File: src/sd_spi_pkg.sv
package sd_spi_pkg;

   // Widths that carry a meaning on the SPI command path
   typedef logic [5:0]  cmd_index_t;
   typedef logic [31:0] cmd_arg_t;
   // Start pattern 01, index and argument; CRC7 and stop bit are added serially
   typedef logic [39:0] cmd_frame_t;
   typedef logic [6:0]  crc7_t;
   typedef logic [7:0]  r1_t;
   // R1 part in [39:32], OCR or CMD8 echo in [31:0]
   typedef logic [39:0] r37_t;

   typedef enum logic {
      RSP_R1,
      RSP_R37
   } rsp_kind_e;

   typedef enum logic [3:0] {
      ST_POWERUP,
      ST_DUMMY_CLK,
      ST_CMD0,
      ST_CMD8,
      ST_ACMD41,
      ST_CMD58,
      ST_CMD1,
      ST_CMD16,
      ST_DONE
   } init_state_e;

   // Command indices used during start-up
   localparam cmd_index_t CMD0_IDX   = 6'd0;
   localparam cmd_index_t CMD1_IDX   = 6'd1;
   localparam cmd_index_t CMD8_IDX   = 6'd8;
   localparam cmd_index_t ACMD41_IDX = 6'd41;
   localparam cmd_index_t CMD16_IDX  = 6'd16;
   localparam cmd_index_t CMD58_IDX  = 6'd58;

   // 2.7-3.6 V range with check pattern 0xAA
   localparam cmd_arg_t CMD8_ARG       = 32'h0000_01AA;
   // Host supports high capacity
   localparam cmd_arg_t ACMD41_HCS_ARG = 32'h4000_0000;
   // 512 byte blocks for standard capacity cards
   localparam cmd_arg_t CMD16_ARG      = 32'h0000_0200;

   localparam int DUMMY_CLKS  = 74;
   localparam int OCR_CCS_BIT = 30;

endpackage
File: src/sd_cmd_if.sv
`timescale 1ns/100ps

interface sd_cmd_if;

   // Command path
   sd_spi_pkg::cmd_frame_t cmd_frame;
   logic                   cmd_start;
   logic                   cmd_done;

   // Response path, r1 and r37 hold until the next rsp_start
   sd_spi_pkg::rsp_kind_e  rsp_kind;
   logic                   rsp_start;
   logic                   rsp_done;
   logic                   rsp_timeout;
   sd_spi_pkg::r1_t        r1;
   sd_spi_pkg::r37_t       r37;

   modport ctrl (
      output cmd_frame, cmd_start, rsp_kind, rsp_start,
      input  cmd_done, rsp_done, rsp_timeout, r1, r37
   );

   modport shift (
      input  cmd_frame, cmd_start,
      output cmd_done
   );

   modport recv (
      input  rsp_kind, rsp_start,
      output rsp_done, rsp_timeout, r1, r37
   );

endinterface

File: src/sd_spi_init_top.sv
`timescale 1ns/100ps

module sd_spi_init_top #(
   parameter int POWERUP_CYCLES = 1000,
   parameter int SCLK_DIV       = 2,
   parameter int RSP_TIMEOUT    = 400
) (
   input  logic clk,
   input  logic rst,
   input  logic miso_i,
   output logic sclk_o,
   output logic mosi_o,
   output logic cs_n_o,
   output logic init_done_o,
   output logic card_hc_o,
   output logic card_v1_o
);

   logic sclk_en;
   logic sclk_rise;

   sd_cmd_if bus ();

   sclk_gen #(
      .SCLK_DIV (SCLK_DIV)
   ) u_sclk_gen (
      .clk         (clk),
      .rst         (rst),
      .sclk_en_i   (sclk_en),
      .sclk_o      (sclk_o),
      .sclk_rise_o (sclk_rise),
      .sclk_fall_o ()
   );

   cmd_shifter u_cmd_shifter (
      .clk         (clk),
      .rst         (rst),
      .sclk_rise_i (sclk_rise),
      .bus         (bus.shift),
      .mosi_o      (mosi_o)
   );

   rsp_receiver #(
      .RSP_TIMEOUT (RSP_TIMEOUT)
   ) u_rsp_receiver (
      .clk         (clk),
      .rst         (rst),
      .miso_i      (miso_i),
      .sclk_rise_i (sclk_rise),
      .bus         (bus.recv)
   );

   sd_init_ctrl #(
      .POWERUP_CYCLES (POWERUP_CYCLES)
   ) u_sd_init_ctrl (
      .clk         (clk),
      .rst         (rst),
      .sclk_rise_i (sclk_rise),
      .bus         (bus.ctrl),
      .sclk_en_o   (sclk_en),
      .cs_n_o      (cs_n_o),
      .init_done_o (init_done_o),
      .card_hc_o   (card_hc_o),
      .card_v1_o   (card_v1_o)
   );

endmodule

File: src/sd_init_ctrl.sv
`timescale 1ns/100ps

module sd_init_ctrl #(
   parameter int POWERUP_CYCLES = 1000
) (
   input  logic   clk,
   input  logic   rst,
   input  logic   sclk_rise_i,
   sd_cmd_if.ctrl bus,
   output logic   sclk_en_o,
   output logic   cs_n_o,
   output logic   init_done_o,
   output logic   card_hc_o,
   output logic   card_v1_o
);

   localparam int PWR_W = $clog2(POWERUP_CYCLES + 1);

   // Steps inside every command state
   typedef enum logic [1:0] {
      PH_ISSUE,
      PH_SEND,
      PH_WAIT
   } phase_e;

   sd_spi_pkg::init_state_e state;
   phase_e                  phase;
   logic [PWR_W-1:0]        pwr_cnt;
   logic [6:0]              dummy_cnt;
   sd_spi_pkg::cmd_index_t  cmd_idx;
   sd_spi_pkg::cmd_arg_t    cmd_arg;
   sd_spi_pkg::rsp_kind_e   cmd_rsp;
   logic                    rsp_end;
   logic                    r1_ready;
   logic                    r1_idle;

   assign rsp_end  = bus.rsp_done || bus.rsp_timeout;
   assign r1_ready = bus.rsp_done && (bus.r1 == 8'h00);
   assign r1_idle  = bus.rsp_done && (bus.r1 == 8'h01);

   // Command selection per state
   always_comb begin
      cmd_idx = sd_spi_pkg::CMD0_IDX;
      cmd_arg = '0;
      cmd_rsp = sd_spi_pkg::RSP_R1;
      case (state)
         sd_spi_pkg::ST_CMD8: begin
            cmd_idx = sd_spi_pkg::CMD8_IDX;
            cmd_arg = sd_spi_pkg::CMD8_ARG;
            cmd_rsp = sd_spi_pkg::RSP_R37;
         end
         sd_spi_pkg::ST_ACMD41: begin
            cmd_idx = sd_spi_pkg::ACMD41_IDX;
            cmd_arg = card_v1_o ? '0 : sd_spi_pkg::ACMD41_HCS_ARG;
         end
         sd_spi_pkg::ST_CMD58: begin
            cmd_idx = sd_spi_pkg::CMD58_IDX;
            cmd_rsp = sd_spi_pkg::RSP_R37;
         end
         sd_spi_pkg::ST_CMD1:  cmd_idx = sd_spi_pkg::CMD1_IDX;
         sd_spi_pkg::ST_CMD16: begin
            cmd_idx = sd_spi_pkg::CMD16_IDX;
            cmd_arg = sd_spi_pkg::CMD16_ARG;
         end
         default: ;
      endcase
   end

   always_ff @(posedge clk) begin
      if (rst) begin
         state         <= sd_spi_pkg::ST_POWERUP;
         phase         <= PH_ISSUE;
         pwr_cnt       <= '0;
         dummy_cnt     <= '0;
         sclk_en_o     <= 1'b0;
         cs_n_o        <= 1'b1;
         init_done_o   <= 1'b0;
         card_hc_o     <= 1'b0;
         card_v1_o     <= 1'b0;
         bus.cmd_start <= 1'b0;
         bus.rsp_start <= 1'b0;
      end else begin
         bus.cmd_start <= 1'b0;
         bus.rsp_start <= 1'b0;
         case (state)
            sd_spi_pkg::ST_POWERUP: begin
               if (pwr_cnt == PWR_W'(POWERUP_CYCLES - 1)) begin
                  sclk_en_o <= 1'b1;
                  state     <= sd_spi_pkg::ST_DUMMY_CLK;
               end else begin
                  pwr_cnt <= pwr_cnt + 1'b1;
               end
            end
            sd_spi_pkg::ST_DUMMY_CLK: begin
               // Chip select drops once the last dummy rise is seen
               if (sclk_rise_i) begin
                  if (dummy_cnt == 7'(sd_spi_pkg::DUMMY_CLKS - 1)) begin
                     cs_n_o <= 1'b0;
                     state  <= sd_spi_pkg::ST_CMD0;
                  end else begin
                     dummy_cnt <= dummy_cnt + 1'b1;
                  end
               end
            end
            sd_spi_pkg::ST_DONE: ;
            default: begin
               case (phase)
                  PH_ISSUE: begin
                     bus.cmd_start <= 1'b1;
                     phase         <= PH_SEND;
                  end
                  PH_SEND: begin
                     if (bus.cmd_done) begin
                        bus.rsp_start <= 1'b1;
                        phase         <= PH_WAIT;
                     end
                  end
                  default: begin
                     if (rsp_end) begin
                        // Staying in the same state reissues the command
                        phase <= PH_ISSUE;
                        case (state)
                           sd_spi_pkg::ST_CMD0: begin
                              if (r1_idle) state <= sd_spi_pkg::ST_CMD8;
                           end
                           sd_spi_pkg::ST_CMD8: begin
                              if (bus.rsp_timeout || bus.r1 != 8'h00) card_v1_o <= 1'b1;
                              state <= sd_spi_pkg::ST_ACMD41;
                           end
                           sd_spi_pkg::ST_ACMD41: begin
                              if (r1_ready) begin
                                 state <= card_v1_o ? sd_spi_pkg::ST_CMD16
                                                    : sd_spi_pkg::ST_CMD58;
                              end else if (card_v1_o && !r1_idle) begin
                                 // Timeout or error on a v1 card, fall back to MMC init
                                 state <= sd_spi_pkg::ST_CMD1;
                              end
                           end
                           sd_spi_pkg::ST_CMD1: begin
                              if (r1_ready) state <= sd_spi_pkg::ST_CMD16;
                           end
                           sd_spi_pkg::ST_CMD58: begin
                              if (bus.rsp_done) begin
                                 if (bus.r37[sd_spi_pkg::OCR_CCS_BIT]) begin
                                    card_hc_o   <= 1'b1;
                                    init_done_o <= 1'b1;
                                    state       <= sd_spi_pkg::ST_DONE;
                                 end else begin
                                    state <= sd_spi_pkg::ST_CMD16;
                                 end
                              end
                           end
                           sd_spi_pkg::ST_CMD16: begin
                              if (r1_ready) begin
                                 init_done_o <= 1'b1;
                                 state       <= sd_spi_pkg::ST_DONE;
                              end
                           end
                           default: ;
                        endcase
                     end
                  end
               endcase
            end
         endcase
      end
   end

   // Frame and response kind are set up together with cmd_start
   always_ff @(posedge clk) begin
      if (phase == PH_ISSUE) begin
         bus.cmd_frame <= {2'b01, cmd_idx, cmd_arg};
         bus.rsp_kind  <= cmd_rsp;
      end
   end

endmodule

File: src/rsp_receiver.sv
`timescale 1ns/100ps

module rsp_receiver #(
   parameter int RSP_TIMEOUT = 400
) (
   input  logic   clk,
   input  logic   rst,
   input  logic   miso_i,
   input  logic   sclk_rise_i,
   sd_cmd_if.recv bus
);

   localparam int TO_W = $clog2(RSP_TIMEOUT + 1);

   typedef enum logic [1:0] {
      RX_IDLE,
      RX_HUNT,
      RX_SHIFT
   } rx_state_e;

   rx_state_e             state;
   sd_spi_pkg::rsp_kind_e kind;
   sd_spi_pkg::r37_t      rx_sr;
   sd_spi_pkg::r37_t      rx_next;
   logic [TO_W-1:0]       to_cnt;
   logic [5:0]            bit_cnt;
   logic [5:0]            last_bit;
   logic                  start_seen;
   logic                  last;

   assign rx_next    = {rx_sr[38:0], miso_i};
   assign last_bit   = (kind == sd_spi_pkg::RSP_R1) ? 6'd7 : 6'd39;
   // Start bit doubles as the MSB of the R1 byte
   assign start_seen = (state == RX_HUNT) && sclk_rise_i && !miso_i;
   assign last       = (state == RX_SHIFT) && sclk_rise_i && (bit_cnt == last_bit);

   always_ff @(posedge clk) begin
      if (rst) begin
         state           <= RX_IDLE;
         kind            <= sd_spi_pkg::RSP_R1;
         to_cnt          <= '0;
         bit_cnt         <= '0;
         bus.rsp_done    <= 1'b0;
         bus.rsp_timeout <= 1'b0;
      end else begin
         bus.rsp_done    <= 1'b0;
         bus.rsp_timeout <= 1'b0;
         if (bus.rsp_start) begin
            state  <= RX_HUNT;
            kind   <= bus.rsp_kind;
            to_cnt <= '0;
         end else begin
            case (state)
               RX_HUNT: begin
                  if (start_seen) begin
                     state   <= RX_SHIFT;
                     bit_cnt <= 6'd1;
                  end else if (to_cnt == TO_W'(RSP_TIMEOUT - 1)) begin
                     state           <= RX_IDLE;
                     bus.rsp_timeout <= 1'b1;
                  end else begin
                     to_cnt <= to_cnt + 1'b1;
                  end
               end
               RX_SHIFT: begin
                  if (sclk_rise_i) begin
                     bit_cnt <= bit_cnt + 1'b1;
                  end
                  if (last) begin
                     state        <= RX_IDLE;
                     bus.rsp_done <= 1'b1;
                  end
               end
               default: ;
            endcase
         end
      end
   end

   always_ff @(posedge clk) begin
      if (start_seen) begin
         rx_sr <= '0;
      end else if ((state == RX_SHIFT) && sclk_rise_i) begin
         rx_sr <= rx_next;
      end
   end

   // All ones reads as "no answer" until a response completes
   always_ff @(posedge clk) begin
      if (bus.rsp_start) begin
         bus.r1  <= '1;
         bus.r37 <= '1;
      end else if (last) begin
         bus.r1  <= (kind == sd_spi_pkg::RSP_R1) ? rx_next[7:0] : rx_next[39:32];
         bus.r37 <= rx_next;
      end
   end

endmodule

File: src/cmd_shifter.sv
`timescale 1ns/100ps

module cmd_shifter (
   input  logic    clk,
   input  logic    rst,
   input  logic    sclk_rise_i,
   sd_cmd_if.shift bus,
   output logic    mosi_o
);

   sd_spi_pkg::cmd_frame_t frame_sr;
   sd_spi_pkg::crc7_t      crc;
   logic [5:0]             bit_cnt;
   logic [2:0]             crc_sel;
   logic                   busy;
   logic                   crc_en;

   // Body bits 0..39 go through the CRC as they leave
   assign crc_en = busy && sclk_rise_i && (bit_cnt < 6'd40);

   // Bits 40..46 carry crc[6] down to crc[0]
   assign crc_sel = 3'(6'd46 - bit_cnt);

   crc7_serial u_crc7 (
      .clk     (clk),
      .rst     (rst),
      .clear_i (bus.cmd_start),
      .en_i    (crc_en),
      .bit_i   (frame_sr[39]),
      .crc_o   (crc)
   );

   always_ff @(posedge clk) begin
      if (rst) begin
         busy         <= 1'b0;
         bit_cnt      <= '0;
         mosi_o       <= 1'b1;
         bus.cmd_done <= 1'b0;
      end else begin
         bus.cmd_done <= 1'b0;
         if (bus.cmd_start) begin
            busy    <= 1'b1;
            bit_cnt <= '0;
         end else if (busy && sclk_rise_i) begin
            bit_cnt <= bit_cnt + 1'b1;
            if (bit_cnt < 6'd40) begin
               mosi_o <= frame_sr[39];
            end else if (bit_cnt < 6'd47) begin
               mosi_o <= crc[crc_sel];
            end else begin
               // Stop bit, MOSI then idles high
               mosi_o       <= 1'b1;
               busy         <= 1'b0;
               bus.cmd_done <= 1'b1;
            end
         end
      end
   end

   always_ff @(posedge clk) begin
      if (bus.cmd_start) begin
         frame_sr <= bus.cmd_frame;
      end else if (crc_en) begin
         frame_sr <= {frame_sr[38:0], 1'b0};
      end
   end

endmodule

File: src/crc7_serial.sv
`timescale 1ns/100ps

module crc7_serial (
   input  logic              clk,
   input  logic              rst,
   input  logic              clear_i,
   input  logic              en_i,
   input  logic              bit_i,
   output sd_spi_pkg::crc7_t crc_o
);

   logic fb;

   // Feedback of x^7 + x^3 + 1, MSB first
   assign fb = bit_i ^ crc_o[6];

   always_ff @(posedge clk) begin
      if (rst || clear_i) begin
         crc_o <= '0;
      end else if (en_i) begin
         crc_o <= {crc_o[5:3], crc_o[2] ^ fb, crc_o[1:0], fb};
      end
   end

endmodule

File: src/sclk_gen.sv
`timescale 1ns/100ps

module sclk_gen #(
   parameter int SCLK_DIV = 2
) (
   input  logic clk,
   input  logic rst,
   input  logic sclk_en_i,
   output logic sclk_o,
   output logic sclk_rise_o,
   output logic sclk_fall_o
);

   localparam int CNT_W = $clog2(SCLK_DIV + 1);

   logic [CNT_W-1:0] div_cnt;
   logic             toggle;

   // Last clk cycle of the current half period
   assign toggle = sclk_en_i && (div_cnt == CNT_W'(SCLK_DIV - 1));

   // Strobes line up with the cycle in which the sclk register flips
   assign sclk_rise_o = toggle && !sclk_o;
   assign sclk_fall_o = toggle && sclk_o;

   always_ff @(posedge clk) begin
      if (rst || !sclk_en_i) begin
         // Idle level is high, so the first edge after enable is a fall
         div_cnt <= '0;
         sclk_o  <= 1'b1;
      end else if (toggle) begin
         div_cnt <= '0;
         sclk_o  <= ~sclk_o;
      end else begin
         div_cnt <= div_cnt + 1'b1;
      end
   end

endmodule

File: config.mk
export PLATFORM = sky130hd
export DESIGN_NAME = sd_spi_init_top
export DESIGN_NICKNAME = d
export VERILOG_FILES = /design/src/sd_spi_pkg.sv /design/src/sd_cmd_if.sv /design/src/sd_spi_init_top.sv /design/src/sd_init_ctrl.sv /design/src/rsp_receiver.sv /design/src/cmd_shifter.sv /design/src/crc7_serial.sv /design/src/sclk_gen.sv
export SDC_FILE = /design/constraint.sdc
export NUM_CORES = 1
export LEC_CHECK = 0
export ABC_CLOCK_PERIOD_IN_PS = 6550
export CORE_MARGIN = 2
export CORE_UTILIZATION = 33
export CTS_CLUSTER_SIZE = 30
export DETAILED_ROUTE_END_ITERATION = 7
export DONT_BUFFER_PORTS = 1
export PLACE_DENSITY = 0.49
export SYNTH_ARGS = -nofsm -noshare
export SYNTH_HDL_FRONTEND = slang
export SYNTH_SLANG_ARGS = --single-unit
File: constraint.sdc
create_clock -name clk -period 6.55 [get_ports clk]
set_clock_uncertainty 0.1 [all_clocks]
set_input_delay 0.3275 -clock clk [delete_from_list [all_inputs] [get_ports clk]]
set_output_delay 0.3275 -clock clk [all_outputs]
set_load 0.01 [all_outputs]
==> summary.txt <==
Synth
  – Synthesized net count: 712
  – Post-synthesis sequential area ratio: 55.2%
  – Number of synthesized flops with an enable pin: 48
  – Synth Register Bits: 165
  – Synthesized area: 0.00686 mm2
  – Cell variety after synth: 62
  – Synth top cells by count: dfxtp_1 (117), nand2_1 (101), nor2_1 (71)
  – Syn_area_per_cell: 9.80 um2
  – Post-synthesis cell count: 700
  – Async set or reset register ratio after synthesis: 0%
  – Largest area contributor in the netlist: dfxtp_1
  – Area fraction of the dominant cell type after synthesis: 34.2%
  – Top cells by area, synth: dfxtp_1 (34%), edfxtp_1 (21%), nand2_1 (5.5%), a21oi_1 (4.3%), nor2_1 (3.9%)
  – Top-count cell post-synth: dfxtp_1
  – Synth Warn #: 0
  – Top FF cell, synth: dfxtp_1

Worst hold path
  – Hold path depth: 2
  – Hold path start: rst
  – Tightest Hold Check Type: input pin to register
  – Hold Path End: u_sd_init_ctrl.cs_n_o

Timing
  – Period minus WS final: 3220 ps
  – Sum of negative setup slack: 0 ps
  – Tcrit/Tclk final: 49.1%
  – Final setup violation count: 0
  – Final-report max-slew violation count: 0
  – Worst rel slew slack: 38.1%
  – RSZ-0062 raised after global routing: false
  – FMAX: 0.311 GHz
  – Slew @ Worst Pin: 928 ps
  – Hold Vio Cnt, Final: 0

Drt
  – Drt pass-1 iters: 4
  – DR vias/cell: 4.88
  – Via count: 4739
  – Initial drt markers: 200
  – Routed length per instance: 13.2 um
  – Drt drc: 0
  – Antenna Nets Post-Route: 0
  – Routed WL: 12800 um

Finish
  – Register area: 0.00378 mm2
  – Antenna Cells: 0
  – Multi-input gate area: 0.00285 mm2
  – Synthesis-to-layout area growth: 12.2%
  – Fin cells: 971
  – Layout cell share with drive strength beyond 1: 8.70%
  – Nets: 700
  – Fill cell count: 2047
  – Post-layout util: 37.9%

Worst setup path
  – Critical path arrival: 3160 ps
  – CP endpoint kind: register
  – Reg-to-reg slack, setup: 3340 ps
  – Slowest cell delay on critical path: 780 ps
  – Crit-path max FO: 39
  – CP startpoint kind: register
  – Reg-to-reg endpoint: u_cmd_shifter.frame_sr[33]
  – Reg2Reg Depth: 7
  – Setup CP Type: register to register
  – Crit Reg-Reg Startpoint: u_sclk_gen.div_cnt[1]
  – Setup crit start: u_sclk_gen.div_cnt[1]
  – CP Data Required Time: 6490 ps
  – Crit-path cells: inv_1, ha_1, nand3b_1, buf_4, nor2_1, nand2_1, nand2b_2
  – CP max-delay cell: nand2b_2

Global routing
  – Vias in the first global route: 4567
  – GRT Util Overall: 12.5%
  – First-pass GRT wire length: 22100 um
  – Largest net degree at the start of global routing: 44
  – GRT overflow: 0
  – Antenna violations before repair: 0

Clock network
  – Clock Sinks: 165
  – Root Buffer: clkbuf_16
  – Worst skew pair latency: 430 ps
  – Clock buffer depth: 2
  – CTS tree: built
  – CTS H-tree depth: 4
  – Clock Pin Slew Worst Setup and Hold Paths: 60 ps
  – Total CTS buffers: 17

Place
  – RePlAce Congestion: 0.784
  – PortBufs: 0
  – Post-placement cell count: 937
  – Hpwl dp: 8090 um

Pwr
  – VDD IR max: 0.154 mV
  – Power Dens Cells: 279 mW/mm2
  – Leak pwr: 2.95 nW

Floorplan
  – Core area: 0.0203 mm2
  – Die span in y: 148 um
  – Row cnt: 52
  – Die width: 148 um
  – Starting Density: 33.8%
  – I/O Pins: 9
  – Die Area: 0.0219 mm2

Outcome
  – Status: finished clean

Flow run
  – Max_cap viols: 0
==> what timing repair did <==
item	CTS	global route
hold buffers	2	0
buffers inserted	0	0
endpoints found under the hold margin	31	0
resized for setup	0	0
==> through the flow <==
step / power [mW] / setup slack, ps / hold slack [ps] / instance area [um2]
2_1_floorplan: 1.17 / 3820 / 298 / 6860
3_3_place_gp: 1.18 / 3450 / 301 / 7080
3_5_place_dp: 1.19 / 3350 / 306 / 7080
4_1_cts: 2.19 / 3310 / 11.6 / 7690
5_1_grt: 2.25 / 3030 / 45.9 / 7690
6_report: 2.15 / 3340 / 32.0 / 7690
==> state kept, by name, summed over array words and instances (netlist names), 2 cells and up <==
register                      count
u_cmd_shifter.u_crc7.crc_o        7
u_rsp_receiver.to_cnt             9
u_cmd_shifter.bit_cnt             6
u_rsp_receiver.state              2
u_cmd_shifter.frame_sr           39
u_rsp_receiver.rx_sr             39
u_rsp_receiver.bus.r1             8
u_sd_init_ctrl.dummy_cnt          7
u_rsp_receiver.bit_cnt            6
u_sclk_gen.div_cnt                2
u_sd_init_ctrl.pwr_cnt           10
u_sd_init_ctrl.phase              2
u_sd_init_ctrl.bus.cmd_frame      8
u_sd_init_ctrl.state              4
==> where the power goes <==
group / switching (mW) / internal [mW]
sequential: 0.0208 / 1.06
combinational: 0.0489 / 0.0396
clock: 0.415 / 0.560
total: 0.485 / 1.66
==> layout by cell type (no fill, tap or decap), drive strengths merged, types with 12 or more instances in the layout <==
| master | synthesis | layout |
|---|---|---|
| a21oi | 59 | 59 |
| clkbuf | 32 | 19 |
| dfxtp | 117 | 117 |
| edfxtp | 48 | 48 |
| inv | 18 | 25 |
| mux2i | 14 | 14 |
| nand2 | 102 | 102 |
| nand3 | 19 | 19 |
| nand4 | 12 | 12 |
| nor2 | 71 | 71 |
| nor2b | 33 | 33 |
| o21ai | 18 | 18 |
| xnor2 | 12 | 12 |
| xor2 | 22 | 22 |
==> worst max-delay path, delay by kind of cell (launching register included) <==
family | cells | cell delay (ps)
adders and majority gates | 1 | 230
buffers and inverters | 2 | 240
and+or+nand+nor | 4 | 1940
DFF | 1 | 300
==> cell type report <==
class                   count  share of cell area (%)
multi-input cells         478                    37.0
clock buffers              19                    6.03
inverters                  18                   0.878
clock inverters            13                    1.54
well taps                 270                    4.39
flip-flops and latches    165                    49.2
repair buffers              8                   0.976
==> worst max-delay path by stage <==
stage	end	slack, ps
global route	u_cmd_shifter.frame_sr[33]	3030
finish	u_cmd_shifter.frame_sr[33]	3340
global placement	u_cmd_shifter.frame_sr[6]	3450
detailed placement	u_cmd_shifter.frame_sr[6]	3350
CTS	u_cmd_shifter.frame_sr[33]	3310
floorplan	u_cmd_shifter.frame_sr[10]	3820
==> cells by family after synthesis <==
kind of cell / Yosys count / synth area share, %
AOI/OAI and AO/OA: 113 / 10.3
xor gates and xnor gates: 34 / 4.34
adders and majority gates: 9 / 1.64
buffers and inverters: 57 / 3.38
DFF: 165 / 55.2
muxes: 23 / 3.74
and+or+nand+nor: 299 / 21.5
==> per-layer routing <==
metal | up-vias | global-route usage, % | share of wire [%]
li1 | 2404 | - | -
met1 | 2278 | 16.1 | 49
met2 | 41 | 19.3 | 46
met3 | 16 | 4.23 | 3.3
met4 | 0 | 5.00 | 1.3
met5 | - | 0 | 0
Note: power is estimated with default switching activity, not from simulation.
